===== src/cache_pkg.sv =====
package cache_pkg;

    // geometry
    localparam int addr_w     = 32;
    localparam int line_bytes = 16;
    localparam int line_w     = line_bytes * 8;
    localparam int sets       = 64;
    localparam int ways       = 4;
    localparam int way_w      = 2;
    localparam int offset_w   = 4;
    localparam int index_w    = 6;
    localparam int tag_w      = addr_w - index_w - offset_w;
    localparam int plru_w     = ways - 1; // root, low-half node, high-half node

    // access size codes shared with the cpu side
    localparam logic [1:0] size_word = 2'd0;
    localparam logic [1:0] size_byte = 2'd1;
    localparam logic [1:0] size_half = 2'd2;

    // controller states
    localparam logic [2:0] st_idle       = 3'd0;
    localparam logic [2:0] st_lookup     = 3'd1;
    localparam logic [2:0] st_write_back = 3'd2;
    localparam logic [2:0] st_fill       = 3'd3;
    localparam logic [2:0] st_relookup   = 3'd4;

    // one address seen as a flat word or split into cache fields
    typedef union packed {
        logic [addr_w-1:0] raw;
        struct packed {
            logic [tag_w-1:0]    tag;
            logic [index_w-1:0]  index;
            logic [offset_w-1:0] offset;
        } fld;
    } cache_addr_t;

endpackage


===== src/way_merge.sv =====
`timescale 1ns/1ps

module way_merge (
    input  logic [3:0]                     way_hit,
    input  logic [3:0]                     way_dirty,
    input  logic [87:0]                    way_tags,
    input  logic [511:0]                   line_outs,
    input  logic [127:0]                   word_outs,
    input  logic [1:0]                     victim,
    input  logic [cache_pkg::offset_w-1:0] offset,
    input  logic [1:0]                     size,
    output logic                           any_hit,
    output logic [1:0]                     hit_way,
    output logic                           victim_dirty,
    output logic [21:0]                    victim_tag,
    output logic [127:0]                   victim_line,
    output logic [31:0]                    rdata
);

    logic [31:0] hit_word;

    assign any_hit = |way_hit;

    always_comb begin
        hit_way = '0;
        for (int i = 0; i < cache_pkg::ways; i++) begin
            if (way_hit[i])
                hit_way = cache_pkg::way_w'(i);
        end
    end

    assign hit_word = word_outs[{hit_way, 5'b00000} +: 32];

    // zero-extended lane pick
    always_comb begin
        case (size)
            cache_pkg::size_byte: rdata = {24'd0, hit_word[{offset[1:0], 3'b000} +: 8]};
            cache_pkg::size_half: rdata = {16'd0, hit_word[{offset[1], 4'b0000} +: 16]};
            default:              rdata = hit_word;
        endcase
    end

    // victim side for write-back
    assign victim_dirty = way_dirty[victim];
    assign victim_tag   = way_tags[victim * cache_pkg::tag_w +: cache_pkg::tag_w];
    assign victim_line  = line_outs[victim * cache_pkg::line_w +: cache_pkg::line_w];

endmodule


===== config.mk =====
export PLATFORM = sky130hd
export DESIGN_NAME = way_merge
export DESIGN_NICKNAME = d
export VERILOG_FILES = /design/src/cache_pkg.sv /design/src/way_merge.sv
export SDC_FILE = /design/constraint.sdc
export NUM_CORES = 1
export LEC_CHECK = 0
export BUFFER_PORTS_ARGS = -buffer_cell sky130_fd_sc_hd__buf_2
export CORE_AREA = 5 5 362 364
export DETAILED_ROUTE_END_ITERATION = 10
export DIE_AREA = 0 0 367 369
export PLACE_DENSITY = 0.3
export SYNTH_ARGS = -nofsm -noshare
export SYNTH_HDL_FRONTEND = slang
export SYNTH_SLANG_ARGS = --single-unit

===== constraint.sdc =====
create_clock -name vclk -period 1.5
set_clock_uncertainty 0.1 [all_clocks]
set_input_delay 0 -clock vclk [all_inputs]
set_output_delay 0 -clock vclk [all_outputs]
set_load 0.02 [all_outputs]

## After elaboration in Yosys (flattened, before gate mapping)

Cells that the tools add are included.
W data, S select, Z words.

- Bits of input ports: 744
- Output and inout bits: 186
- Bits in registers: 0
- Word-level logic and storage cells: 16

- Eq/ne operators: 2
- Shift-type cells: 5
- $lt $le $gt $ge: 1
- Mux-type cells: 6
- Reduce and logical (&&, ||, !) cells: 1
- Multiply operators: 1

Operators with widths:

| kind | number |
|---|---|
| $shiftx A512 B10 Y128 | 1 |
| $shiftx A128 B8 Y32 | 1 |
| $shiftx A88 B8 Y22 | 1 |
| $pmux W32 S2 | 1 |
| $shiftx A32 B6 Y16 | 1 |
| $shiftx A32 B6 Y8 | 1 |
| $mul A2 B4 Y6 const B | 1 |
| $mux W2 | 2 |
| $reduce_or A4 Y1 | 1 |
| $lt A2 B3 Y1 const B | 1 |
| $bmux W1 S2 | 1 |
| $eq A2 B1 Y1 const B | 1 |
| $eq A2 B2 Y1 const B | 1 |
| $mux W1 | 2 |

## Logic depth before layout (Yosys ltp)

- Depth in word-level cells: 6
- Depth in mapped cells: 8
- Depth with buffers taken out: 6

## Least setup slack after synthesis

Ideal clock, no wire load.

- Path type: input to output
- Start: input way_hit[1]
- End: output rdata[0]
- Data arrival time: 1.644 ns
- Required time: 1.400 ns
- Slack: -0.244 ns
- Path buffers: 2
- Stages on the path: 6
- Cell sequence: buf_6 -> buf_12 -> mux2i_1 -> a222oi_1 -> o21ai_1 -> nor4_1

- Cells in the longest elaborated chain, start to end: 6
- Elaborated cells between the ends (all ways): 7
- Classes of those cells: shift (3); mux (4)

Ends and longest elaborated chain:

| item | RTL line | RTL |
|---|---|---|
| from (decl) | way_merge.sv:4 | `input logic [3:0] way_hit,` |
| $mux W1 * | way_merge.sv:27 | `if (way_hit[i])` |
| $mux W2 * (2 in series) | way_merge.sv:27 |  |
| $shiftx A128 B8 Y32 * | way_merge.sv:32 | `assign hit_word = word_outs[{hit_way, 5'b00000} +: 32];` |
| $shiftx A32 B6 Y16 / $shiftx A32 B6 Y8 (equally long branches) | way_merge.sv:38, way_merge.sv:37 |  |
| $pmux W32 S2 * | way_merge.sv:36 | `case (size)` |
| to (decl) | way_merge.sv:17 | `output logic [31:0] rdata` |

Every way passes the cells marked *; elsewhere a longest branch is shown, timed or not.

## Final worst setup path

- Start: input way_hit[1]
- End: output rdata[4]

The elaborated chain is that of the path after synthesis.

==> out/results.ini <==
[power_and_ir_drop]
totalPowerFinal_uw = 5190
vdd_drop_max_mv = 0.1098
p_leak_uw = 0.006212
p_per_area_nw_per_um2 = 380.4

[floorplan]
fp.dieH_um = 369
die_w_um = 367
core_area_um2 = 127000
num_rows = 131
start_util_pct = 4.133
die_area_um2 = 135400
num_io_pins = 930

[finish]
seq_cells = 0
utilization_pct = 10.74
final_cells = 3149
layout_common_cells = buf_2, mux4_2, buf_4
drive_gt1_share_pct = 87.80
multi_input_area_um2 = 5279
syn_to_final_growth_pct = 159.9
n_fill_cell = 14832
final_common_cell = buf_2
clkbuf_count = 0
final-seq-area_um2 = 0
nets = 2191

[timing]
tightestPinTransition_ns = 0.4298
fin_crit_sh_pct = 100.7
max_freq_mhz = 662.2
setup_violations = 3
rsz0062_at_grt = true
setup_ws_ns = -0.01006
slew_viol_final = 0
relSlewSlack_pct = 71.34
hold_violations = 0
fin_crit_ns = 1.510

[placed_design]
gp_congestion = 0.9421
dpl.cell_count = 3076
dp_hpwl_um = 87000
place_ws_ns = -0.3876
portBuffers = 928

[synth]
yosysUniqueCellTypes = 35
yosysWarnings = 0
synth_cells = 445
synth_fp_nets = 1191
netlist_area_um2 = 5250
syn_avg_cell_area_um2 = 11.80
seq_area_frac_synth_pct = 0

[setup_path]
cp-start-kind = input pin
path_buf_inv = 4
arrival_ns = 1.41
path_max_fanout = 7
crit_family = buffers and inverters
required_ns = 1.40
critPathKind = input pin to output pin
path_cells = buf_12 > buf_8 > buf_12 > mux2i_1 > a211o_1 > and2_1 > o211ai_1 > buf_4
cp_common_cell = buf_12
cp-end-kind = output pin
cpMaxStageDelayCell = a211o_1
slowest_delay_ns = 0.32

[clocking]
ctsHoldBuffers = 0

[worst_hold_path]
hold_class = input pin to output pin

[grt]
grt_start_max_net_pins = 32
antenna_found_initial = 102
gr-usage-all-layers_pct = 12.64
grt-ovfl-total = 0
grt_pass1_wl_um = 111500
grt_pass1_vias = 9995

[routing]
route.detailed.drc = 0
post_drt_via_cell_ratio = 2.954
wl_per_cell_um = 29.12
first_pass_iters = 5
vias = 9301
routed_wl_um = 91700
drt_iter0_drc = 444
ant_nets = 0

[run]
drv_cap = 0

[status]
outcome = finished, violations left
violations = negative setup slack

synth_stat cells, drive strengths merged (8+ instances only):
master  number  area [um^2]
mux4       151         3401
nor2b       30        187.7
mux2i       32        320.3
nor2         8        30.03
and2        20        125.1
a211oi      26        195.2
clkbuf      28        105.1
nand2       16        60.06
buf         28        160.1
inv         24        90.09
nor3b        9        67.56
o21ai       21        105.1
a222oi       8        80.08
where the power goes:
| part | leakage (uW) | internal, uW | switching, uW |
|---|---|---|---|
| registers | 0 | 0 | 0 |
| clock network | 0.000000279 | 0.00399 | 0 |
| logic | 0.00621 | 2370 | 2820 |
worst paths after layout:
check / from / to / slack (ns) / cells after the start
setup / recovery: way_hit[1] / rdata[4] / -0.01 / 8
hold / removal: way_hit[0] / any_hit / 0.23 / 3
metrics by stage:
stage | TNS, ns | hold slack (ns) | area, um^2
finish | -0.01870 | 0.2288 | 13640
floorplan | -0.04697 | 0.08528 | 5281
CTS | -0.1763 | 0.2364 | 13120
global placement | -5.578 | 0.2456 | 12740
detailed placement | -5.033 | 0.2293 | 12740
global route | -0.3102 | 0.2464 | 13540
logic make-up (layout without fill, tap and decap cells):
| family | count (synthesis) | count (layout) | share of synthesized area, % |
|---|---|---|---|
| AOI/OAI and AO/OA | 86 | 86 | 11.63 |
| other | 0 | 44 | 0 |
| muxes | 183 | 183 | 70.88 |
| adders and majority gates | 2 | 2 | 0.4766 |
| buffers and inverters | 80 | 1078 | 6.768 |
| and+or+nand+nor | 94 | 94 | 10.25 |
timing repair:
action                                  in CTS  in global routing
endpoints found under the setup margin      24                 17
buffers inserted                            13                 14
pin swaps                                   19                 20
gates resized for setup                     75                 53
cloned                                       0                  2
final cells by class:
cell class / instances / area share (%)
well taps: 1662 / 15.24
repair buffers: 1054 / 44.57
multi-input cells: 365 / 38.69
diodes: 44 / 0.8070
inverters: 24 / 0.6878
worst min-delay path, stage by stage:
cell and delay [ns]:
buf_2 0.07, or3_1 0.09, buf_2 0.16
per-layer routing:
layer / routed length, um / track usage, % / vias up
met2: 42190 / 21.37 / 626
met3: 11410 / 7.578 / 134
met1: 36200 / 14.32 / 4500
li1: - / - / 3997
met5: 281 / 0 / -
met4: 1632 / 0.8102 / 44
(Power assumes the default switching activity.)
