$ cat src/cache_pkg.sv
package cache_pkg;

    // geometry
    localparam int addr_w     = 32;
    localparam int line_bytes = 16;
    localparam int line_w     = line_bytes * 8;
    localparam int sets       = 64;
    localparam int ways       = 4;
    localparam int way_w      = 2;
    localparam int offset_w   = 4;
    localparam int index_w    = 6;
    localparam int tag_w      = addr_w - index_w - offset_w;
    localparam int plru_w     = ways - 1; // root, low-half node, high-half node

    // access size codes shared with the cpu side
    localparam logic [1:0] size_word = 2'd0;
    localparam logic [1:0] size_byte = 2'd1;
    localparam logic [1:0] size_half = 2'd2;

    // controller states
    localparam logic [2:0] st_idle       = 3'd0;
    localparam logic [2:0] st_lookup     = 3'd1;
    localparam logic [2:0] st_write_back = 3'd2;
    localparam logic [2:0] st_fill       = 3'd3;
    localparam logic [2:0] st_relookup   = 3'd4;

    // one address seen as a flat word or split into cache fields
    typedef union packed {
        logic [addr_w-1:0] raw;
        struct packed {
            logic [tag_w-1:0]    tag;
            logic [index_w-1:0]  index;
            logic [offset_w-1:0] offset;
        } fld;
    } cache_addr_t;

endpackage

$ cat src/way_select.sv
`timescale 1ns/1ps

module way_select (
    input  logic                          clk,
    input  logic                          rst_n,
    input  logic [cache_pkg::index_w-1:0] index,
    input  logic [3:0]                    way_hit,
    input  logic [3:0]                    way_valid,
    input  logic                          lookup,
    input  logic                          touch,
    input  logic                          load,
    output logic [3:0]                    sel,
    output logic [1:0]                    victim
);

    // bit 0 of each set is the root, bit 1 the node for ways 0/1, bit 2 the node for ways 2/3
    logic [cache_pkg::plru_w-1:0] plru [cache_pkg::sets];

    logic [cache_pkg::plru_w-1:0] cur;
    logic [cache_pkg::way_w-1:0]  used_way;
    logic [cache_pkg::ways-1:0]   victim_oh;

    assign cur = plru[index];

    always_comb begin
        used_way = '0;
        for (int i = 0; i < cache_pkg::ways; i++) begin
            if (way_hit[i])
                used_way = cache_pkg::way_w'(i);
        end
    end

    // empty ways first, else walk the tree away from recent use
    always_comb begin
        victim[1] = ~cur[0];
        victim[0] = cur[0] ? ~cur[1] : ~cur[2];
        for (int i = cache_pkg::ways - 1; i >= 0; i--) begin
            if (!way_valid[i])
                victim = cache_pkg::way_w'(i); // lowest invalid wins
        end
    end

    assign victim_oh = cache_pkg::ways'(1) << victim;

    always_comb begin
        if (load)
            sel = victim_oh;
        else if (lookup)
            sel = way_hit;
        else
            sel = '0;
    end

    always_ff @(posedge clk or negedge rst_n) begin
        if (!rst_n) begin
            for (int s = 0; s < cache_pkg::sets; s++)
                plru[s] <= '0;
        end else if (touch) begin
            plru[index][0] <= used_way[1];
            if (used_way[1])
                plru[index][2] <= used_way[0];
            else
                plru[index][1] <= used_way[0];
        end
    end

    // tags within one set stay unique across the ways
    a_single_hit: assert property (
        @(posedge clk) disable iff (!rst_n)
        lookup |-> $onehot0(way_hit)
    ) else $error("multiple ways hit in set %0d", index);

endmodule

$ cat config.mk
export PLATFORM = sky130hd
export DESIGN_NAME = way_select
export DESIGN_NICKNAME = d
export VERILOG_FILES = /design/src/cache_pkg.sv /design/src/way_select.sv
export SDC_FILE = /design/constraint.sdc
export NUM_CORES = 1
export LEC_CHECK = 0
export ABC_AREA = 1
export ABC_CLOCK_PERIOD_IN_PS = 5270
export BUFFER_PORTS_ARGS = -buffer_cell sky130_fd_sc_hd__buf_2
export CORE_MARGIN = 2
export CORE_UTILIZATION = 49
export CTS_CLUSTER_DIAMETER = 200
export DETAILED_ROUTE_END_ITERATION = 7
export HOLD_SLACK_MARGIN = 0.15
export PLACE_DENSITY_LB_ADDON = 0.2
export SYNTH_ARGS = -nofsm -noshare
export SYNTH_HDL_FRONTEND = slang
export SYNTH_SLANG_ARGS = --single-unit
$ cat constraint.sdc
create_clock -name clk -period 5.27 [get_ports clk]
set_input_delay 1.054 -clock clk [delete_from_list [all_inputs] [get_ports clk]]
set_output_delay 1.054 -clock clk [all_outputs]
set_load 0.005 [all_outputs]
# Word level (Yosys, flattened, before mapping)
# Index checks and enable logic that the tools add are counted.
# totals
register_bits	192
inputBits	19
out_inout_bits	6
# classes
magnitude_cmp	2
n_shift	1
mux	23
bitwise_logic	4
n_reduce_logical	1
# ops
cell	count
bitwise mux 192 bit	3
2-to-1 mux 192 bit	1
demux 3 bit (select 6 bit)	3
binary-select mux 3 bit (select 6 bit)	1
2-to-1 mux 2 bit	7
2-to-1 mux 3 bit	3
2-to-1 mux 4 bit	2
greater-or-equal comparator 7 bit, second input constant	1
less-than comparator 7 x 1 -> 1 bit, second input constant	1
inverter 6 -> 7 bit	1
left shift 1 x 2 -> 4 bit, first input constant	1
2-to-1 mux 1 bit	3
inverter 1 bit	3
logical AND 1 bit	1

# Longest topological paths before layout
# depth
depth_word	12
ltp_mapped	21
ltp_nobuf	19

# Least setup slack after synthesis
# No wires, ideal clock.
# synth_timing
path_type	input to output
start	in index[0] in the netlist's numbering
end	out sel[2]
arrival_ns	2.413
slack_ns	1.803
cell_stages	17
path_buffers	3
cell_sequence	buf_6 > buf_2 > buf_2 > o211ai_1 > nand2_1 > nor2_1 > nor2_1 > nor2_1 > nand2_1 > nor2_1 > nand2_1 > nand3_1 > nand2_1 > nand2_2 > nand2_2 > nand2_1 > nand2_1
# synth_via
elab_chain_cells	12
# synth_lines
item	line	rtl
start, declared	way_select.sv:6	input logic [cache_pkg::index_w-1:0] index,
inverter 6 -> 7 bit (not written as such) *	way_select.sv:23	assign cur = plru[index];
binary-select mux 3 bit (select 6 bit) *	way_select.sv:23	
2-to-1 mux 3 bit (not written as such) * (2 in a row)	way_select.sv:23	
inverter 1 bit	way_select.sv:36	victim[0] = cur[0] ? ~cur[1] : ~cur[2];
2-to-1 mux 1 bit	way_select.sv:36	
2-to-1 mux 2 bit * (4 in a row)	way_select.sv:38	if (!way_valid[i])
left shift 1 x 2 -> 4 bit *	way_select.sv:43	assign victim_oh = cache_pkg::ways'(1) << victim;
2-to-1 mux 4 bit *	way_select.sv:46	if (load)
end, declared	way_select.sv:12	output logic [3:0] sel,
# Every way passes the cells marked *; elsewhere a longest branch is shown, timed or not. The select of a mux whose other input is x is not followed.

# Worst setup path in the final report
# Same ends and word-level chain as after synthesis.

==> metrics.md <==
| Metric | Value |
|---|---|
| Status | `complete, no violations` |
| Post-synthesis cell area | `slightly above 10000 um2` |
| Leading area contributor after synthesis | `dfrtp_1` |
| Reg power frac | `0.491` |
| R2R setup slack | `4510 ps` |
| Crit path launch type | `primary input` |
| Delay-heaviest family, CP | `simple AND/OR/NAND/NOR gates` |
| Worst IR drop on VDD | `0.000201 V` |
| Drt pass-1 iters | `5` |
| I/O Pins | `25` |
| Crit path capture | `sel[2]` |
| Routed wl met2 | `12300 um` |
| Routed Antenna Nets | `0` |
| Worst Reg-to-Reg Cells | `1` |
| Sw Ratio | `0.297` |
| Area of the multi-input gates | `4420 um2` |
| Least-Margin Pin Slew | `between 900 and 1000 ps` |
| Min-Delay Path Class | `flop to flop` |
| Hold_buf cts | `0` |
| Leakage | `5.38 nW` |
| Yosys cell types | `24` |
| WP buf/inv | `4` |
| Die W | `around 150 um` |
| Hold slack | `489 ps` |
| Tmin final | `4360 ps` |
| CP required | `4220 ps` |
| Reg-to-Reg End | `plru[127]` |
| FF+latch count, synth | `192` |
| Post-synthesis cell count | `1411` |
| Length of routed wiring on met1 | `12600 um` |
| Final number of hold-violating endpoints | `0` |
| Ant diodes | `0` |
| Routed length per instance | `16.1 um` |
| Highest clock rate | `229 MHz` |
| P per Cell Area | `323 nW/um2` |
| DPL Wire Length | `between 15000 and 20000 um` |
| CTS H-tree depth | `4` |
| Largest Register | `plru` |
| Bufs on Longest Clock Path | `2` |
| First DRT Iteration DRCs | `a little over 800` |
| Syn_area_per_cell | `7.15 um2` |
| Combinational share of power | `0.147` |
| # setup viols final | `0` |
| Post-synth net total | `1430` |
| GRT overflow | `0` |
| Largest net degree at the start of global routing | `140` |
| Die Ht | `approximately 150 um` |
| Data arrival, critical path | `about 3300 ps` |
| Layout Skew | `0 ps` |
| Maximum net fanout on the critical path | `38` |
| Final Routed Wirelength | `27100 um` |
| Fillers | `2005` |
| First-pass GRT wire length | `45200 um` |
| Crit-path cells | `buf_4, inv_2, buf_12, nand2_1, nand2_1, nand2_1, nand2_1, nand2_1, nand2_1, nand2_1, nand2_1, nor2_1, nand3_1, nand2_1, nand3_1, nand2_1, nand2_2, nand2_2, nand2_1, nand2_1, buf_2` |
| Critical path type | `primary input to output port` |
| Synthesis warning total | `0` |
| Final setup TNS | `0 ps` |
| CTS buffer count | `17` |
| Reg clk slew, reported paths | `70 ps` |
| Row count | `52` |
| Tcrit/Tclk final | `0.827` |
| Max reg flops | `roughly 190` |
| Worst skew pair latency | `440 ps` |
| Vias in the first global route | `8637` |
| Initial Utilization | `0.499` |
| Net switching power | `1.05 mW` |
| Max-slew violation count | `0` |
| RSZ-0062 raised after global routing | `false` |
| Clk sinks | `192` |
| Post-CTS setup buffers | `0` |
| RePlAce Congestion | `0.924` |
| Global-route usage over all layers | `0.264` |
| Syn-to-layout area delta | `8.77%` |
| Most common cell type on the critical path | `nand2_1` |
| R2r startpoint | `plru[127]` |
| Yosys top cell area share | `0.476` |
| Port buffer count | `24` |
| Clock share of power | `0.362` |
| Initial antenna violation count | `1` |
| Placed Cells | `1657` |
| Largest regs | `plru (192)` |
| Internal power | `between 2 and 2.5 mW` |
| Core ar. | `20200 um2` |
| DRC | `0` |
| Final #Nets | `between 1k and 1.5k` |
| Vias | `8875` |
| Top post-synthesis cells by area | `dfrtp_1, nand2_1, o21ai_0` |
| Die footprint | `between 20000 and 25000 um2` |
| Register area | `4800 um2` |
| Slew HR | `0.335` |
| Sequential share of the synthesized area | `0.476` |
| CTS tree | `yes` |
| Layout Cells excl Fill | `between 1.5k and 2k` |
| Share of cells above drive strength 1 | `0.0874` |
| Critical path launch point | `index[0]` |
| Pwr Total | `3.55 mW` |
| Crit end category | `output port` |
| CP peak stage delay | `between 400 and 500 ps` |
| Stages on worst setup path | `21` |
| CTS Root Cell | `clkbuf_16` |
| Slowest CP cell | `inv_2` |
| Top sig layer | `met4` |
| Wire length on met3 | `~1700 um` |
| Resize count post-CTS | `0` |
| Via/cell ratio | `5.25` |
| Max Cap Viol | `0` |
placed cells by master, fill, tap and decap left out:
cell type	n
a21oi_1	17
buf_12	3
buf_2	22
buf_4	12
bufinv_16	1
clkbuf_16	17
clkbuf_8	1
clkinv_1	2
clkinv_2	2
clkinv_4	2
clkinvlp_4	3
dfrtp_1	192
inv_1	136
inv_2	11
inv_6	4
inv_8	3
mux2_2	32
nand2_1	459
nand2_2	2
nand3_1	30
nand4_1	1
nor2_1	245
nor2_2	5
nor3_1	5
nor3_2	3
nor3_4	1
o211ai_1	7
o21ai_0	191
o21ai_1	5
or2_1	5
power by group through the flow:
stage / clock, mW / combinational [mW] / sequential, mW
after floorplan: 0 / 0.365 / 1.74
after global placement: 0 / 0.508 / 1.76
after detailed placement: 0 / 0.519 / 1.77
after CTS: 1.31 / 0.521 / 1.74
after global routing: 1.37 / 0.602 / 1.76
final: 1.29 / 0.520 / 1.74
worst min path at each step:
stage | start | end | slack [ps] | depth (start not counted)
2_1_floorplan | plru[108] | plru[108] | 450 | 2
3_3_place_gp | plru[145] | plru[145] | 470 | 2
3_5_place_dp | plru[108] | plru[108] | 480 | 2
4_1_cts | plru[108] | plru[108] | 490 | 2
5_1_grt | plru[7] | plru[7] | 520 | 1
6_report | plru[108] | plru[108] | 490 | 2
cells in the mapped netlist:
library cell / n
dfrtp_1: 192
inv_2: 10
nand3_1: 30
o21ai_1: 5
mux2_2: 32
nor2_1: 245
clkinv_1: 2
buf_4: 2
nor3_2: 3
nor3_1: 5
buf_6: 5
nand2_2: 2
nand4_1: 1
o211ai_1: 7
buf_1: 6
nor3_4: 1
buf_2: 19
nor2_2: 5
inv_1: 137
o21ai_0: 191
nand2_1: 459
clkbuf_1: 30
a21oi_1: 17
or2_1: 5
stage by stage:
| stage | instance area (um2) | worst slack, ps | util |
|---|---|---|---|
| 6_report | 11000 | 912 | 0.542 |
| 4_1_cts | 11000 | 959 | 0.542 |
| 3_5_place_dp | 10400 | 966 | 0.514 |
| 2_1_floorplan | 10100 | 1800 | - |
| 5_1_grt | 11000 | 654 | 0.542 |
| 3_3_place_gp | 10400 | 999 | 0.514 |
layout make-up:
cell class              count  share of cell area
repair buffers             38              0.0250
clock buffers              17              0.0388
well taps                 270              0.0308
inverters                 149              0.0510
multi-input cells        1008               0.403
flip-flops and latches    192               0.438
clock inverters            15              0.0136
metal layers:
layer / global-route usage / up-vias
met5: 0 / -
met4: 0.0683 / 0
met3: 0.0531 / 36
met2: 0.417 / 267
met1: 0.376 / 4209
li1: - / 4363
logic make-up (layout without fill, tap and decap cells):
logic type / Yosys count / after routing / synth area share
AO/OA/AOI/OAI: 220 / 220 / 0.111
buffers and inverters: 211 / 219 / 0.0853
AND/OR/NAND/NOR: 756 / 756 / 0.292
multiplexers: 32 / 32 / 0.0357
flip-flops: 192 / 192 / 0.476
(Power assumes the default switching activity.)
