==> config.mk <==
export PLATFORM = sky130hd
export DESIGN_NAME = cache_ctrl
export DESIGN_NICKNAME = d
export VERILOG_FILES = /design/src/cache_pkg.sv /design/src/cache_ctrl.sv
export SDC_FILE = /design/constraint.sdc
export NUM_CORES = 1
export LEC_CHECK = 0
export ABC_CLOCK_PERIOD_IN_PS = 2040
export BUFFER_PORTS_ARGS = -buffer_cell sky130_fd_sc_hd__buf_2
export CORE_AREA = 2 2 319 321
export DETAILED_ROUTE_END_ITERATION = 8
export DIE_AREA = 0 0 321 323
export GPL_ROUTABILITY_DRIVEN = 0
export SLEW_MARGIN = 10
export SYNTH_ARGS = -nofsm -noshare
export SYNTH_HDL_FRONTEND = slang
export SYNTH_SLANG_ARGS = --single-unit
==> constraint.sdc <==
create_clock -name clk -period 2.04 [get_ports clk]
set_input_delay 0.408 -clock clk [delete_from_list [all_inputs] [get_ports clk]]
set_output_delay 0.408 -clock clk [all_outputs]
set_load 0.05 [all_outputs]
==> src/cache_pkg.sv <==
package cache_pkg;

    // geometry
    localparam int addr_w     = 32;
    localparam int line_bytes = 16;
    localparam int line_w     = line_bytes * 8;
    localparam int sets       = 64;
    localparam int ways       = 4;
    localparam int way_w      = 2;
    localparam int offset_w   = 4;
    localparam int index_w    = 6;
    localparam int tag_w      = addr_w - index_w - offset_w;
    localparam int plru_w     = ways - 1; // root, low-half node, high-half node

    // access size codes shared with the cpu side
    localparam logic [1:0] size_word = 2'd0;
    localparam logic [1:0] size_byte = 2'd1;
    localparam logic [1:0] size_half = 2'd2;

    // controller states
    localparam logic [2:0] st_idle       = 3'd0;
    localparam logic [2:0] st_lookup     = 3'd1;
    localparam logic [2:0] st_write_back = 3'd2;
    localparam logic [2:0] st_fill       = 3'd3;
    localparam logic [2:0] st_relookup   = 3'd4;

    // one address seen as a flat word or split into cache fields
    typedef union packed {
        logic [addr_w-1:0] raw;
        struct packed {
            logic [tag_w-1:0]    tag;
            logic [index_w-1:0]  index;
            logic [offset_w-1:0] offset;
        } fld;
    } cache_addr_t;

endpackage

==> src/cache_ctrl.sv <==
`timescale 1ns/1ps

module cache_ctrl (
    input  logic                  clk,
    input  logic                  rst_n,
    input  logic                  req,
    input  logic                  write,
    input  logic [31:0]           addr,
    input  logic [31:0]           wdata,
    input  logic [1:0]            size,
    output logic                  busy,
    output logic                  done,
    output logic                  hit,
    output logic [31:0]           rdata,
    input  logic                  any_hit,
    input  logic                  victim_dirty,
    input  logic [21:0]           victim_tag,
    input  logic [127:0]          victim_line,
    input  logic [31:0]           merged_rdata,
    output cache_pkg::cache_addr_t req_addr,
    output logic [31:0]           req_wdata,
    output logic [1:0]            req_size,
    output logic                  lookup,
    output logic                  store,
    output logic                  touch,
    output logic                  load,
    output logic [127:0]          fill_data,
    output logic                  wb_req,
    output logic [31:0]           wb_addr,
    output logic [127:0]          wb_data,
    input  logic                  wb_ack,
    output logic                  fill_req,
    output logic [31:0]           fill_addr,
    input  logic                  fill_valid,
    input  logic [127:0]          fill_in
);

    logic [2:0] state;
    logic       req_write;
    logic       missed;       // first lookup missed
    logic       mem_pending;  // a memory request is in flight

    cache_pkg::cache_addr_t wb_line;
    cache_pkg::cache_addr_t fill_line;

    always_comb begin
        wb_line            = req_addr;
        wb_line.fld.tag    = victim_tag;
        wb_line.fld.offset = '0;
        fill_line            = req_addr;
        fill_line.fld.offset = '0;
    end

    assign busy   = (state != cache_pkg::st_idle);
    assign lookup = (state == cache_pkg::st_lookup) || (state == cache_pkg::st_relookup);
    assign done   = (state == cache_pkg::st_lookup && any_hit) ||
                    (state == cache_pkg::st_relookup);
    assign hit    = done && !missed;
    assign touch  = done;
    assign store  = done && req_write;
    assign load   = (state == cache_pkg::st_fill) && fill_valid;
    assign rdata  = (done && !req_write) ? merged_rdata : '0;

    assign fill_data = fill_in; // refill line straight into the victim way
    assign fill_addr = fill_line.raw;

    always_ff @(posedge clk or negedge rst_n) begin
        if (!rst_n) begin
            state     <= cache_pkg::st_idle;
            req_addr  <= '0;
            req_wdata <= '0;
            req_size  <= '0;
            req_write <= 1'b0;
            missed    <= 1'b0;
            wb_req    <= 1'b0;
            wb_addr   <= '0;
            wb_data   <= '0;
            fill_req  <= 1'b0;
        end else begin
            wb_req   <= 1'b0;
            fill_req <= 1'b0;
            case (state)
                cache_pkg::st_idle: if (req) begin
                    state     <= cache_pkg::st_lookup;
                    req_addr  <= addr;
                    req_wdata <= wdata;
                    req_size  <= size;
                    req_write <= write;
                    missed    <= 1'b0;
                end
                cache_pkg::st_lookup: begin
                    if (any_hit) begin
                        state <= cache_pkg::st_idle;
                    end else begin
                        missed <= 1'b1;
                        if (victim_dirty) begin
                            state   <= cache_pkg::st_write_back;
                            wb_req  <= 1'b1;
                            wb_addr <= wb_line.raw;
                            wb_data <= victim_line; // snapshot before refill
                        end else begin
                            state    <= cache_pkg::st_fill;
                            fill_req <= 1'b1;
                        end
                    end
                end
                cache_pkg::st_write_back: if (wb_ack) begin
                    state    <= cache_pkg::st_fill;
                    fill_req <= 1'b1;
                end
                cache_pkg::st_fill: if (fill_valid) state <= cache_pkg::st_relookup;
                default: state <= cache_pkg::st_idle; // relookup always completes
            endcase
        end
    end

    always_ff @(posedge clk or negedge rst_n) begin
        if (!rst_n)
            mem_pending <= 1'b0;
        else if (wb_req || fill_req)
            mem_pending <= 1'b1;
        else if (wb_ack || fill_valid)
            mem_pending <= 1'b0;
    end

    // no completion while memory still owes an answer
    a_no_done_pending: assert property (
        @(posedge clk) disable iff (!rst_n)
        (mem_pending || wb_req || fill_req) |-> !done
    ) else $error("done while memory request pending");

endmodule

After elaboration in Yosys (flattened, before gate mapping) --
Index checks and enable logic that the tools add are counted.
Word-level totals: register bits after elaboration 229
Operators by class: equality and inequality tests 8, mux-type cells 17, bitwise gates (word level) 1, reduce and logical (&&, ||, !) cells 16
Operators with widths (count):
- 2-to-1 mux 32 bit | 1
- case mux 3 bit (4 select lines) | 1
- 2-to-1 mux 1 bit | 9
- 2-to-1 mux 3 bit | 3
- AND reduction 3 bit | 3
- inequality test 2 bit, second input constant | 4
- == test 3 x 2 -> 1 bit, second input constant | 2
- logical AND 1 bit | 5
- case mux 1 bit (2 select lines) | 2
- == test 3 x 1 -> 1 bit, second input constant | 1
- == test 3 bit, second input constant | 1
- zero test 3 bit | 1
- nonzero test 3 bit | 1
- zero test 1 bit | 2
- logical OR 1 bit | 2
- 2-to-1 mux 2 bit | 1
- AND reduction 2 bit | 1
- nonzero test 2 bit | 1
- NOT 1 bit | 1

Depth between registers and ports, before layout --
Gate-level depths: netlist of the first run.
depth in word-level cells 5, depth in mapped cells 7, mapped depth without buffers 3

Worst setup path before layout of the first run --
Ideal clock, no wire load.
path type flip-flop to output port, from reg state[2], to out hit, data arrival time 2398 ps, path slack -766 ps, stages on the path, launching flop included 5, buffers on the path 1, cell sequence dfrtp_1 > buf_4 > nand3b_1 > a21oi_1 > nor2b_1
Between the ends: cells in the longest elaborated chain, start to end 4, elaborated cells between the ends (all ways) 5, classes of those cells eq/ne (2); reduce/logical (3)
RTL lines:
- start, declared | RTL line cache_ctrl.sv:38 | logic [2:0] state;
- start signal, assigned | RTL line cache_ctrl.sv:69 | state <= cache_pkg::st_idle;
- start signal, assigned | RTL line cache_ctrl.sv:84 | state <= cache_pkg::st_lookup;
- start signal, assigned | RTL line cache_ctrl.sv:93 | state <= cache_pkg::st_idle;
- == test 3 x 1 -> 1 bit | RTL line cache_ctrl.sv:56 | assign done = (state == cache_pkg::st_lookup && any_hit) ||
- logical AND 1 bit | RTL line cache_ctrl.sv:56
- logical OR 1 bit (*) | RTL line cache_ctrl.sv:56
- named net done | RTL line cache_ctrl.sv:12 | output logic done,
- logical AND 1 bit (*) | RTL line cache_ctrl.sv:58 | assign hit = done && !missed;
- end, declared | RTL line cache_ctrl.sv:13 | output logic hit,
The timed path passes the listed nets; every way through them passes the cells marked *.

Worst setup path in the final report of the first run --
from reg state[2], to out rdata[24]
Between the ends: cells in the longest elaborated chain, start to end 5, elaborated cells between the ends (all ways) 6, classes of those cells eq/ne (2); mux (1); reduce/logical (3)
RTL lines:
- == test 3 x 1 -> 1 bit | RTL line cache_ctrl.sv:56
- logical AND 1 bit | RTL line cache_ctrl.sv:56
- logical OR 1 bit (*) | RTL line cache_ctrl.sv:56
- logical AND 1 bit (*) | RTL line cache_ctrl.sv:62 | assign rdata = (done && !req_write) ? merged_rdata : '0;
- 2-to-1 mux 32 bit (*) | RTL line cache_ctrl.sv:62
- end, declared | RTL line cache_ctrl.sv:14 | output logic [31:0] rdata,
Mark *: on every way between the ends. The rest lies on a longest branch, timed or not.

==> metrics.txt, run 1 <==
HP Class=in2reg; die extent in y=323 microns; clk root buf=clkbuf_16; register share of total power=25.7%; num rows=117; final setup fails=107; total CTS buffers=28; DR iter-0 viols=189; RSZ-0062 raised after global routing=yes; Critical Path Max Stage Delay=0.38 ns; largest family of logic cells by synthesized area=multiplexers; mux contribution to synthesized area=28.2%; CTS tree=done; normalized max-slew margin=66.3%; Post-DP HPWL=24,400 microns; P&R area growth vs syn=57.2%; Power Dens Cells=1910 mW/mm^2; asr flop ratio synth=100%; Layout Utilization=16.6%; WP buf/inv=3; Clock transition at path regs=0.06 ns; Slowest cell on crit path=dfrtp_1; Starting Density=10.6%; WL met3=3320 microns; Switching Share=50.5%; status=finished with violations; Arr. time, crit path=2.04 ns; Synth cell types=28; chip width=321 microns; Max Freq=408 MHz; vias in the first global route=7,625; placed cell count=2,432; Synth Area in Simple Gates=3.06%; Mapped Area=0.0107 sq mm; Detail Route Antenna Nets=0; H-tree depth=1; Setup crit start kind=register; vias=7,437; Seq/Total Area, Yosys=53.8%; via/cell ratio=2.89; peak supply drop=1.30 mV; antenna violations before repair=3; failing checks=negative setup slack; synth warn=0; Top cell by count, worst path=buf_6; CP required=1.63 ns; post-route setup slack=-0.409 ns; top_reg_cell synth=dfrtp_1; number of max-cap violations=0; Worst Clk Skew=0.0111 ns; Bufs on Longest Clock Path=3; total grt overflow=0; Synth Instances=714; Core ar.=0.101 sq mm; Clock Latency Late Sink=0.58 ns; Slew Limit Fails=0; IO Count=811; clk sinks=229; Mean Syn Cell Area=14.9 sq um; Pre-Repair DR Iteration Count=4; worst-path maximum fanout=16; clock share of power=16.8%; Leak Pwr=7.87 nW; Hold Violations, Final=0; EDFF count, synth=0; worst-margin pin slew=0.505 ns; fraction of layout cells with a size suffix above 1=72.5%; met2 routed WL=17,000 microns; largest net degree at the start of global routing=48; Int Power=0.0159 W; Global Route Usage Sum=5.78%; # nets final=1,624; M1 WL=13,000 microns; Post-Synth Adder-Cell Area=0%; Tot Pwr=0.0321 W; DR top layer=met5; Crit Path Class=reg2out; first-pass GRT wire length=45,900 microns; switching pwr=0.0162 W; routed len/inst=13.7 microns; fin cells=2,574; crit-path cells=nand3b_1 > a211oi_4 > buf_6 > clkbuf_16 > and2_2 > buf_6; xor and xnor area share after synthesis=0%; Synth Area in Compound Gates=0.657%; IO buf count=546; crit-path leading delay family=buffers and inverters; die area=0.104 sq mm; DRC errors left=0; CP endpoint kind=output port; min Tclk post-route=2.45 ns; period utilization=120%; drt total wl=35,200 microns; Logic pwr share=57.5%; Yosys reg bits=229
cells by family after synthesis:
family	Yosys count
compound gates	9
buf+inv	197
flops	229
mux	224
other cells	1
simple gates	54
placed cells by master (no fill, tap or decap), types with 2 or more instances in the layout:
| cell type | instances |
|---|---|
| mux2_1 | 30 |
| conb_1 | 8 |
| buf_4 | 29 |
| and2_2 | 28 |
| and2_4 | 4 |
| mux2_2 | 64 |
| clkinvlp_4 | 2 |
| diode_2 | 3 |
| nor2b_4 | 3 |
| buf_2 | 506 |
| nor2_1 | 6 |
| buf_6 | 39 |
| buf_8 | 19 |
| dlygate4sd3_1 | 59 |
| dfrtp_1 | 229 |
| bufinv_16 | 3 |
| mux2_4 | 129 |
| buf_12 | 18 |
| and3_4 | 2 |
| clkinv_4 | 4 |
| buf_16 | 4 |
| clkbuf_16 | 40 |
| clkbuf_8 | 7 |
| inv_8 | 2 |
| clkinv_2 | 3 |
| nor3_1 | 2 |
Yosys cell counts (2+ instances only):
cell        n  share of area [%]
nor2b_1     3               0.18
buf_2       4               0.19
clkbuf_1    4               0.14
nor2_1      6               0.21
nor3_1      2              0.094
mux2_2     64                6.8
mux2_1     30                3.2
and2_1     33                1.9
a21oi_1     3               0.14
nand2b_1    2               0.12
buf_4     169                 12
and3_1      3               0.18
dfrtp_1   229                 54
mux2_4    129                 18
buf_6      19                2.0
nand2_1     2              0.070
path summary, 6_finish.rpt:
kind                                           from  slack [ns]  depth (start not counted)                   endpoint
max                            state[2]$_DFFE_PN0P_       -0.41                          6                  rdata[24]
min                                       wdata[13]        0.06                          2  req_wdata[13]$_DFFE_PN0P_
max reg2reg                    state[0]$_DFFE_PN0P_       -0.05                          9   wb_data[113]$_DFFE_PN0P_
min reg2reg                req_wdata[5]$_DFFE_PN0P_        0.48                          1   req_wdata[5]$_DFFE_PN0P_
max in group asynchronous                     rst_n        1.00                          3    wb_data[52]$_DFFE_PN0P_
min in group asynchronous                     rst_n        0.38                          2    wb_data[77]$_DFFE_PN0P_
registers in the layout (all words and copies together) (netlist names):
| register | cells |
|---|---|
| wb_req | 1 |
| wb_addr | 28 |
| fill_req | 1 |
| state | 3 |
| req_write | 1 |
| req_wdata | 32 |
| req_addr | 32 |
| wb_data | 128 |
| missed | 1 |
| req_size | 2 |
power groups by stage:
stage	logic (W)	registers [W]	clock network (W)
detailed placement	0.0176	0.00827	0
global route	0.0191	0.00854	0.00577
finish	0.0184	0.00825	0.00538
CTS	0.0180	0.00826	0.00565
floorplan	0.00650	0.0160	0
global placement	0.0175	0.00826	0
layout make-up:
| cell class | instances | area [sq um] |
|---|---|---|
| antenna | 3 | 7.51 |
| sequential | 229 | 5730 |
| tap | 1309 | 1640 |
| multi-input combinational | 295 | 3550 |
| inverter | 1 | 6.26 |
| clock inverter | 15 | 186 |
| timing repair buffer | 685 | 4810 |
| fill | 11113 | 84000 |
| clock buffer | 37 | 826 |
routing by layer:
metal,vias to the layer above,track usage (%)
li1,3316,-
met1,3554,5.95
met2,481,9.96
met3,84,2.35
met4,2,3.26
met5,-,0
repair_timing:
item	CTS	global route
gates resized for setup	88	58
cloned	0	14
endpoints found under the setup margin	39	165
hold buffers	59	0
setup buffers	1	14
pin swaps	1	4
hold endpoints to repair	91	0
metrics by stage:
| step | cell area (sq um) | setup WS, ns | TNS, ns | hold WS [ns] |
|---|---|---|---|---|
| after floorplan | 10700 | 0.0299 | 0 | 0.112 |
| after global placement | 14200 | 0.0567 | 0 | 0.391 |
| after detailed placement | 14200 | 0.0445 | 0 | 0.394 |
| after CTS | 16100 | -0.448 | -15.31 | 0.0000219 |
| after global routing | 16700 | -0.510 | -30.04 | 0.0158 |
| final | 16800 | -0.409 | -14.85 | 0.0576 |
No activity file was read; power rests on OpenSTA's default activity.
==> run 2, diff against run 1 <==
REMOVE_ABC_BUFFERS = 1   (was not set)
TNS_END_PERCENT = 1   (was not set)
==> run 2 against run 1 <==
  * The flow still finishes with violations (negative setup slack)
  * Via count grew 17%
  * Worst setup slack got worse by 0.068 ns
  * Total power rose by 0.97%
  * Hold slack worse by 0.016 ns
  * Global-route usage increased by 5.6 points
  * Cell count up 4.2%
  * Sequential cell count stayed put
  * Sequential power rose by 1%
  * Clock power up 3%
  * Register-to-register slack gained 0.10 ns
  * Clock skew up 0.018 ns
  * Sequential share of layout area decreased by 1.4 points
  * Critical endpoint is now rdata[28]
  * Highest routed layer unchanged
==> metrics.txt, run 2 (synthesized netlist as in run 1, its figures left out) <==
IO buf count=546; worst hold path cell count=2; die area=0.104 sq mm; FF-to-FF path depth=7; Int Power=0.0157 W; Hold Violations, Final=0; Top cell by count, worst path=buf_6; period utilization=123%; Biggest register=wb_data; placed cell area=0.0141 sq mm; P&R area growth vs syn=64.2%; DRC errors left=0; Power Dens Cells=1850 mW/mm^2; clk root buf=clkbuf_16; Slew Limit Fails=0; Arr. time, crit path=2.11 ns; Detail Route Antenna Nets=0; Slowest cell on crit path=dfrtp_1; max FFs per register=128; vias in the first global route=8,739; RSZ-0062 raised after global routing=yes; number of max-cap violations=0; final setup fails=39; failing checks=negative setup slack; Max Freq=397 MHz; Hold Crit Endpoint=wb_data[30]$_DFFE_PN0P_; commonest non-fill, non-tap cell in the layout=buf_2; Global Route Usage Sum=11.4%; commonest cells after routing, fill and taps aside=buf_2 (510), dfrtp_1 (227), dlygate4sd3_1 (199); num rows=117; switching pwr=0.0167 W; min-delay src=victim_line[30]; post-route setup slack=-0.478 ns; Logic pwr share=57.1%; status=finished with violations; DR iter-0 viols=437; min Tclk post-route=2.52 ns; HP Class=in2reg; via/cell ratio=3.25; CTS tree=done; CP required=1.63 ns; Core ar.=0.101 sq mm; Worst Clk Skew=0.0296 ns; Setup crit start kind=register; TNS Setup=-16.14 ns; total CTS buffers=30; Tot Pwr=0.0324 W; Switching Share=51.6%; register share of total power=25.7%; antenna violations before repair=10; Post-DP HPWL=47,100 microns; worst-path maximum fanout=16; crit-path cells=nand3b_1 > a211oi_4 > buf_6 > buf_16 > and2_1 > buf_6; die extent in y=323 microns; R2R Setup Slk=0.05 ns; # nets final=1,731; Clock Latency Late Sink=0.63 ns; Starting Density=10.6%; largest net degree at the start of global routing=72; Worst R2R End=wb_addr[20]$_DFFE_PN0P_; drt total wl=62,800 microns; CP endpoint kind=output port; reg2reg start=state[2]$_DFFE_PN0P_; Final Cell Area=0.0175 sq mm; Pre-Repair DR Iteration Count=5; worst hold slack=0.0419 ns; IO Count=811; Leak Pwr=8.18 nW; Crit Path Class=reg2out; H-tree depth=1; Largest regs=wb_data x128, req_addr x32, req_wdata x32; Place WS=-0.0530 ns; Critical Path Max Stage Delay=0.37 ns; vias=8,712; Bufs on Longest Clock Path=3; clock share of power=17.1%; peak supply drop=1.20 mV; routed len/inst=23.4 microns; Clock transition at path regs=0.06 ns; total grt overflow=0; fraction of layout cells with a size suffix above 1=63.3%; clk sinks=229; chip width=321 microns; first-pass GRT wire length=78,800 microns
run 2: changes by cell type in the layout (fill, tap and decap cells not counted), moves of 4 or more:
cell / change
and2_1: +10
and2_2: -28
and2_4: +18
buf_2: +4
buf_4: +5
buf_6: -25
buf_8: -4
clkbuf_16: -10
clkinv_2: +4
clkinv_4: -4
dlygate4sd3_1: +140
run 2: final cells by class:
cell class                 count  area [sq um]
tap                         1309          1640
multi-input combinational    295          3520
fill                       10927         83200
timing repair buffer         790          5570
sequential                   229          5730
antenna                        5          12.5
clock inverter                18           215
inverter                       1          3.75
clock buffer                  36           813
run 2: power by group through the flow:
stage | combinational (W) | sequential [W] | clock [W]
after floorplan | 0.00437 | 0.0170 | 0
after global placement | 0.0178 | 0.00827 | 0
after detailed placement | 0.0179 | 0.00827 | 0
after CTS | 0.0185 | 0.00830 | 0.00579
after global routing | 0.0191 | 0.00859 | 0.00592
final | 0.0185 | 0.00833 | 0.00555
run 2: how the worst max path moves through the flow:
stage	start	end	cells after the start
CTS	state[2]$_DFFE_PN0P_	rdata[12]	6
finish	state[2]$_DFFE_PN0P_	rdata[28]	6
global placement	any_hit	rdata[6]	6
detailed placement	any_hit	rdata[6]	6
global route	state[0]$_DFFE_PN0P_	rdata[28]	6
floorplan	state[0]$_DFFE_PN0P_	wb_addr[10]$_DFFE_PN0P_	3
run 2: worst max-delay path: cells and delay by family, from the launching register on:
kind	cells	cell delay (ns)
AO/OA/AOI/OAI	1	0.30
AND/OR/NAND/NOR	2	0.38
buffers and inverters	3	0.46
flip-flops	1	0.37
run 2: timing repair:
action / CTS / global route
resized for setup: 78 / 24
pin swaps: 11 / 9
gates cloned: 1 / 0
hold buffers: 199 / 0
hold endpoints to repair: 236 / 0
buffers inserted: 2 / 0
endpoints found under the setup margin: 41 / 129
run 2: through the flow:
stage               std cells  utilization, %
global placement         2422            14.0
detailed placement       2422            14.0
finish                   2683            17.4
global route             2682            17.4
CTS                      2678            17.3
floorplan                 525               -
run 2: per-layer routing:
metal / track usage [%] / vias to the layer above / share of wire, % / routed length [microns]
met1: 11.2 / 4162 / 34 / 21600
met3: 12.1 / 128 / 23 / 14200
met2: 14.5 / 892 / 37 / 23100
li1: - / 3504 / - / -
met4: 4.61 / 26 / 4.4 / 2750
met5: 9.12 / - / 1.8 / 1130
==> run 3, diff against run 2 <==
ABC_CLOCK_PERIOD_IN_PS = 2100   (was 2040)
CTS_BUF_LIST = sky130_fd_sc_hd__clkbuf_16   (was not set)
clock period = 2.1 ns   (was 2.04 ns; I/O delays follow)
==> run 3 against run 2 <==
  * The run still ends with negative setup slack left
  * Clock skew increased by 0.0076 ns
  * Critical path depth unchanged
  * Worst setup slack got worse by 0.030 ns
  * First-iteration DRC count decreased by 20%
  * Largest cell class unchanged
  * Largest power group unchanged
==> metrics.txt, run 3 (synthesized netlist as in run 1, its figures left out) <==
status=finished with violations; failing checks=negative setup slack; IO buf count=546; P&R area growth vs syn=64.7%; CP required=1.68 ns; antenna violations before repair=14; placed cell count=2,422; clk root buf=clkbuf_16; TNS Setup=-16.23 ns; final setup fails=38; max FFs per register=128; vias in the first global route=8,604; HP Class=in2reg; Final Cell Area=0.0176 sq mm; CP endpoint kind=output port; Biggest register=wb_data; IO Count=811; fraction of layout cells with a size suffix above 1=63.8%; fin cells=2,683; DR iter-0 viols=351; Arr. time, crit path=2.19 ns; Leak Pwr=8.18 nW; RSZ-0062 raised after global routing=yes; Detail Route Antenna Nets=0; Crit Path Class=reg2out; via/cell ratio=3.18; Hold Violations, Final=0; H-tree depth=1; die area=0.104 sq mm; Global Route Usage Sum=11.5%; Pre-Repair DR Iteration Count=4; M1 WL=21,500 microns; drt total wl=63,200 microns; min Tclk post-route=2.61 ns; num rows=117; Largest regs=wb_data x128, req_addr x32, req_wdata x32; CTS tree=done; Post-DP HPWL=47,400 microns; # nets final=1,730; peak supply drop=1.15 mV; clk sinks=229; Clock Latency Late Sink=0.63 ns; vias=8,531; worst-path maximum fanout=16; Core ar.=0.101 sq mm; Slew Limit Fails=0; Power Dens Cells=1780 mW/mm^2; total CTS buffers=31; commonest non-fill, non-tap cell in the layout=buf_2; period utilization=124%; first-pass GRT wire length=79,100 microns; number of max-cap violations=0; Worst Clk Skew=0.0372 ns; total grt overflow=0; WL met3=14,600 microns; routed len/inst=23.6 microns; die extent in y=323 microns; post-route setup slack=-0.508 ns; commonest cells after routing, fill and taps aside=buf_2 (506), dfrtp_1 (227), dlygate4sd3_1 (195); DRC errors left=0; worst hold slack=0.0630 ns; Clock transition at path regs=0.05 ns; chip width=321 microns; Tot Pwr=0.0313 W; met2 routed WL=23,300 microns; Starting Density=10.6%; largest net degree at the start of global routing=74; Bufs on Longest Clock Path=3; Setup crit start kind=register; DR top layer=met5; Max Freq=383 MHz; placed cell area=0.0141 sq mm
-- run 3: cell count changes in the layout (fill, tap and decap cells not counted), sizes merged, moves of 2 or more --
cell / before / now
clkinv: 8 / 11
bufinv: 3 / 1
clkinvlp: 3 / 5
dlygate4sd3: 199 / 195
clkbuf: 36 / 32
inv: 5 / 10
-- run 3: report_power, final --
group	leakage [nW]	total (W)	switching [W]	internal (W)
Combinational	4.95	0.0181	0.0126	0.00554
Clock	0.489	0.00506	0.00224	0.00282
Sequential	2.75	0.00806	0.00142	0.00665
Total	8.18	0.0313	0.0163	0.0150
-- run 3: worst paths after layout --
check                                              start                         to  slack [ns]  cells past startpoint
worst max register to register      state[2]$_DFFE_PN0P_  req_wdata[31]$_DFFE_PN0P_        0.17                      6
max in group asynchronous                          rst_n  req_wdata[18]$_DFFE_PN0P_        1.15                      3
worst min register to register  req_wdata[4]$_DFFE_PN0P_   req_wdata[4]$_DFFE_PN0P_        0.48                      1
worst min-delay path                            addr[16]   req_addr[16]$_DFFE_PN0P_        0.06                      2
worst max-delay path                state[2]$_DFFE_PN0P_                  rdata[28]       -0.51                      6
min in group asynchronous                          rst_n    wb_data[49]$_DFFE_PN0P_        0.27                      2
-- run 3: layer usage --
layer | vias to the layer above | GRT usage (%)
met3 | 106 | 12.5
li1 | 3502 | -
met1 | 4030 | 11.2
met5 | - | 9.81
met4 | 30 | 4.02
met2 | 863 | 14.6
-- run 3: through the flow --
stage / setup slack [ns] / util [%]
floorplan: -4.91 / -
global placement: -0.0126 / 14.0
detailed placement: -0.00687 / 14.0
CTS: -0.528 / 17.2
global route: -0.625 / 17.4
finish: -0.508 / 17.4
-- run 3: final cells by class --
class / count / area (sq um)
antenna: 4 / 10.0
timing repair buffer: 788 / 5650
inverter: 1 / 3.75
tap: 1309 / 1640
sequential: 229 / 5730
fill: 10998 / 83200
clock buffer: 31 / 776
clock inverter: 26 / 189
multi-input combinational: 295 / 3550
-- run 3: repair_timing --
action | CTS | global route
setup buffers | 2 | 1
pin swaps | 12 | 16
gates cloned | 1 | 1
setup endpoints to repair | 41 | 39
gates resized for setup | 80 | 48
hold buffers | 195 | 0
hold endpoints to repair | 298 | 0
-- run 3: worst max-delay path, cell delays in order (launching register included) --
cell and delay, ns:
dfrtp_1 0.38, nand3b_1 0.22, a211oi_4 0.36, buf_6 0.16
buf_16 0.13, and2_1 0.16, buf_6 0.16
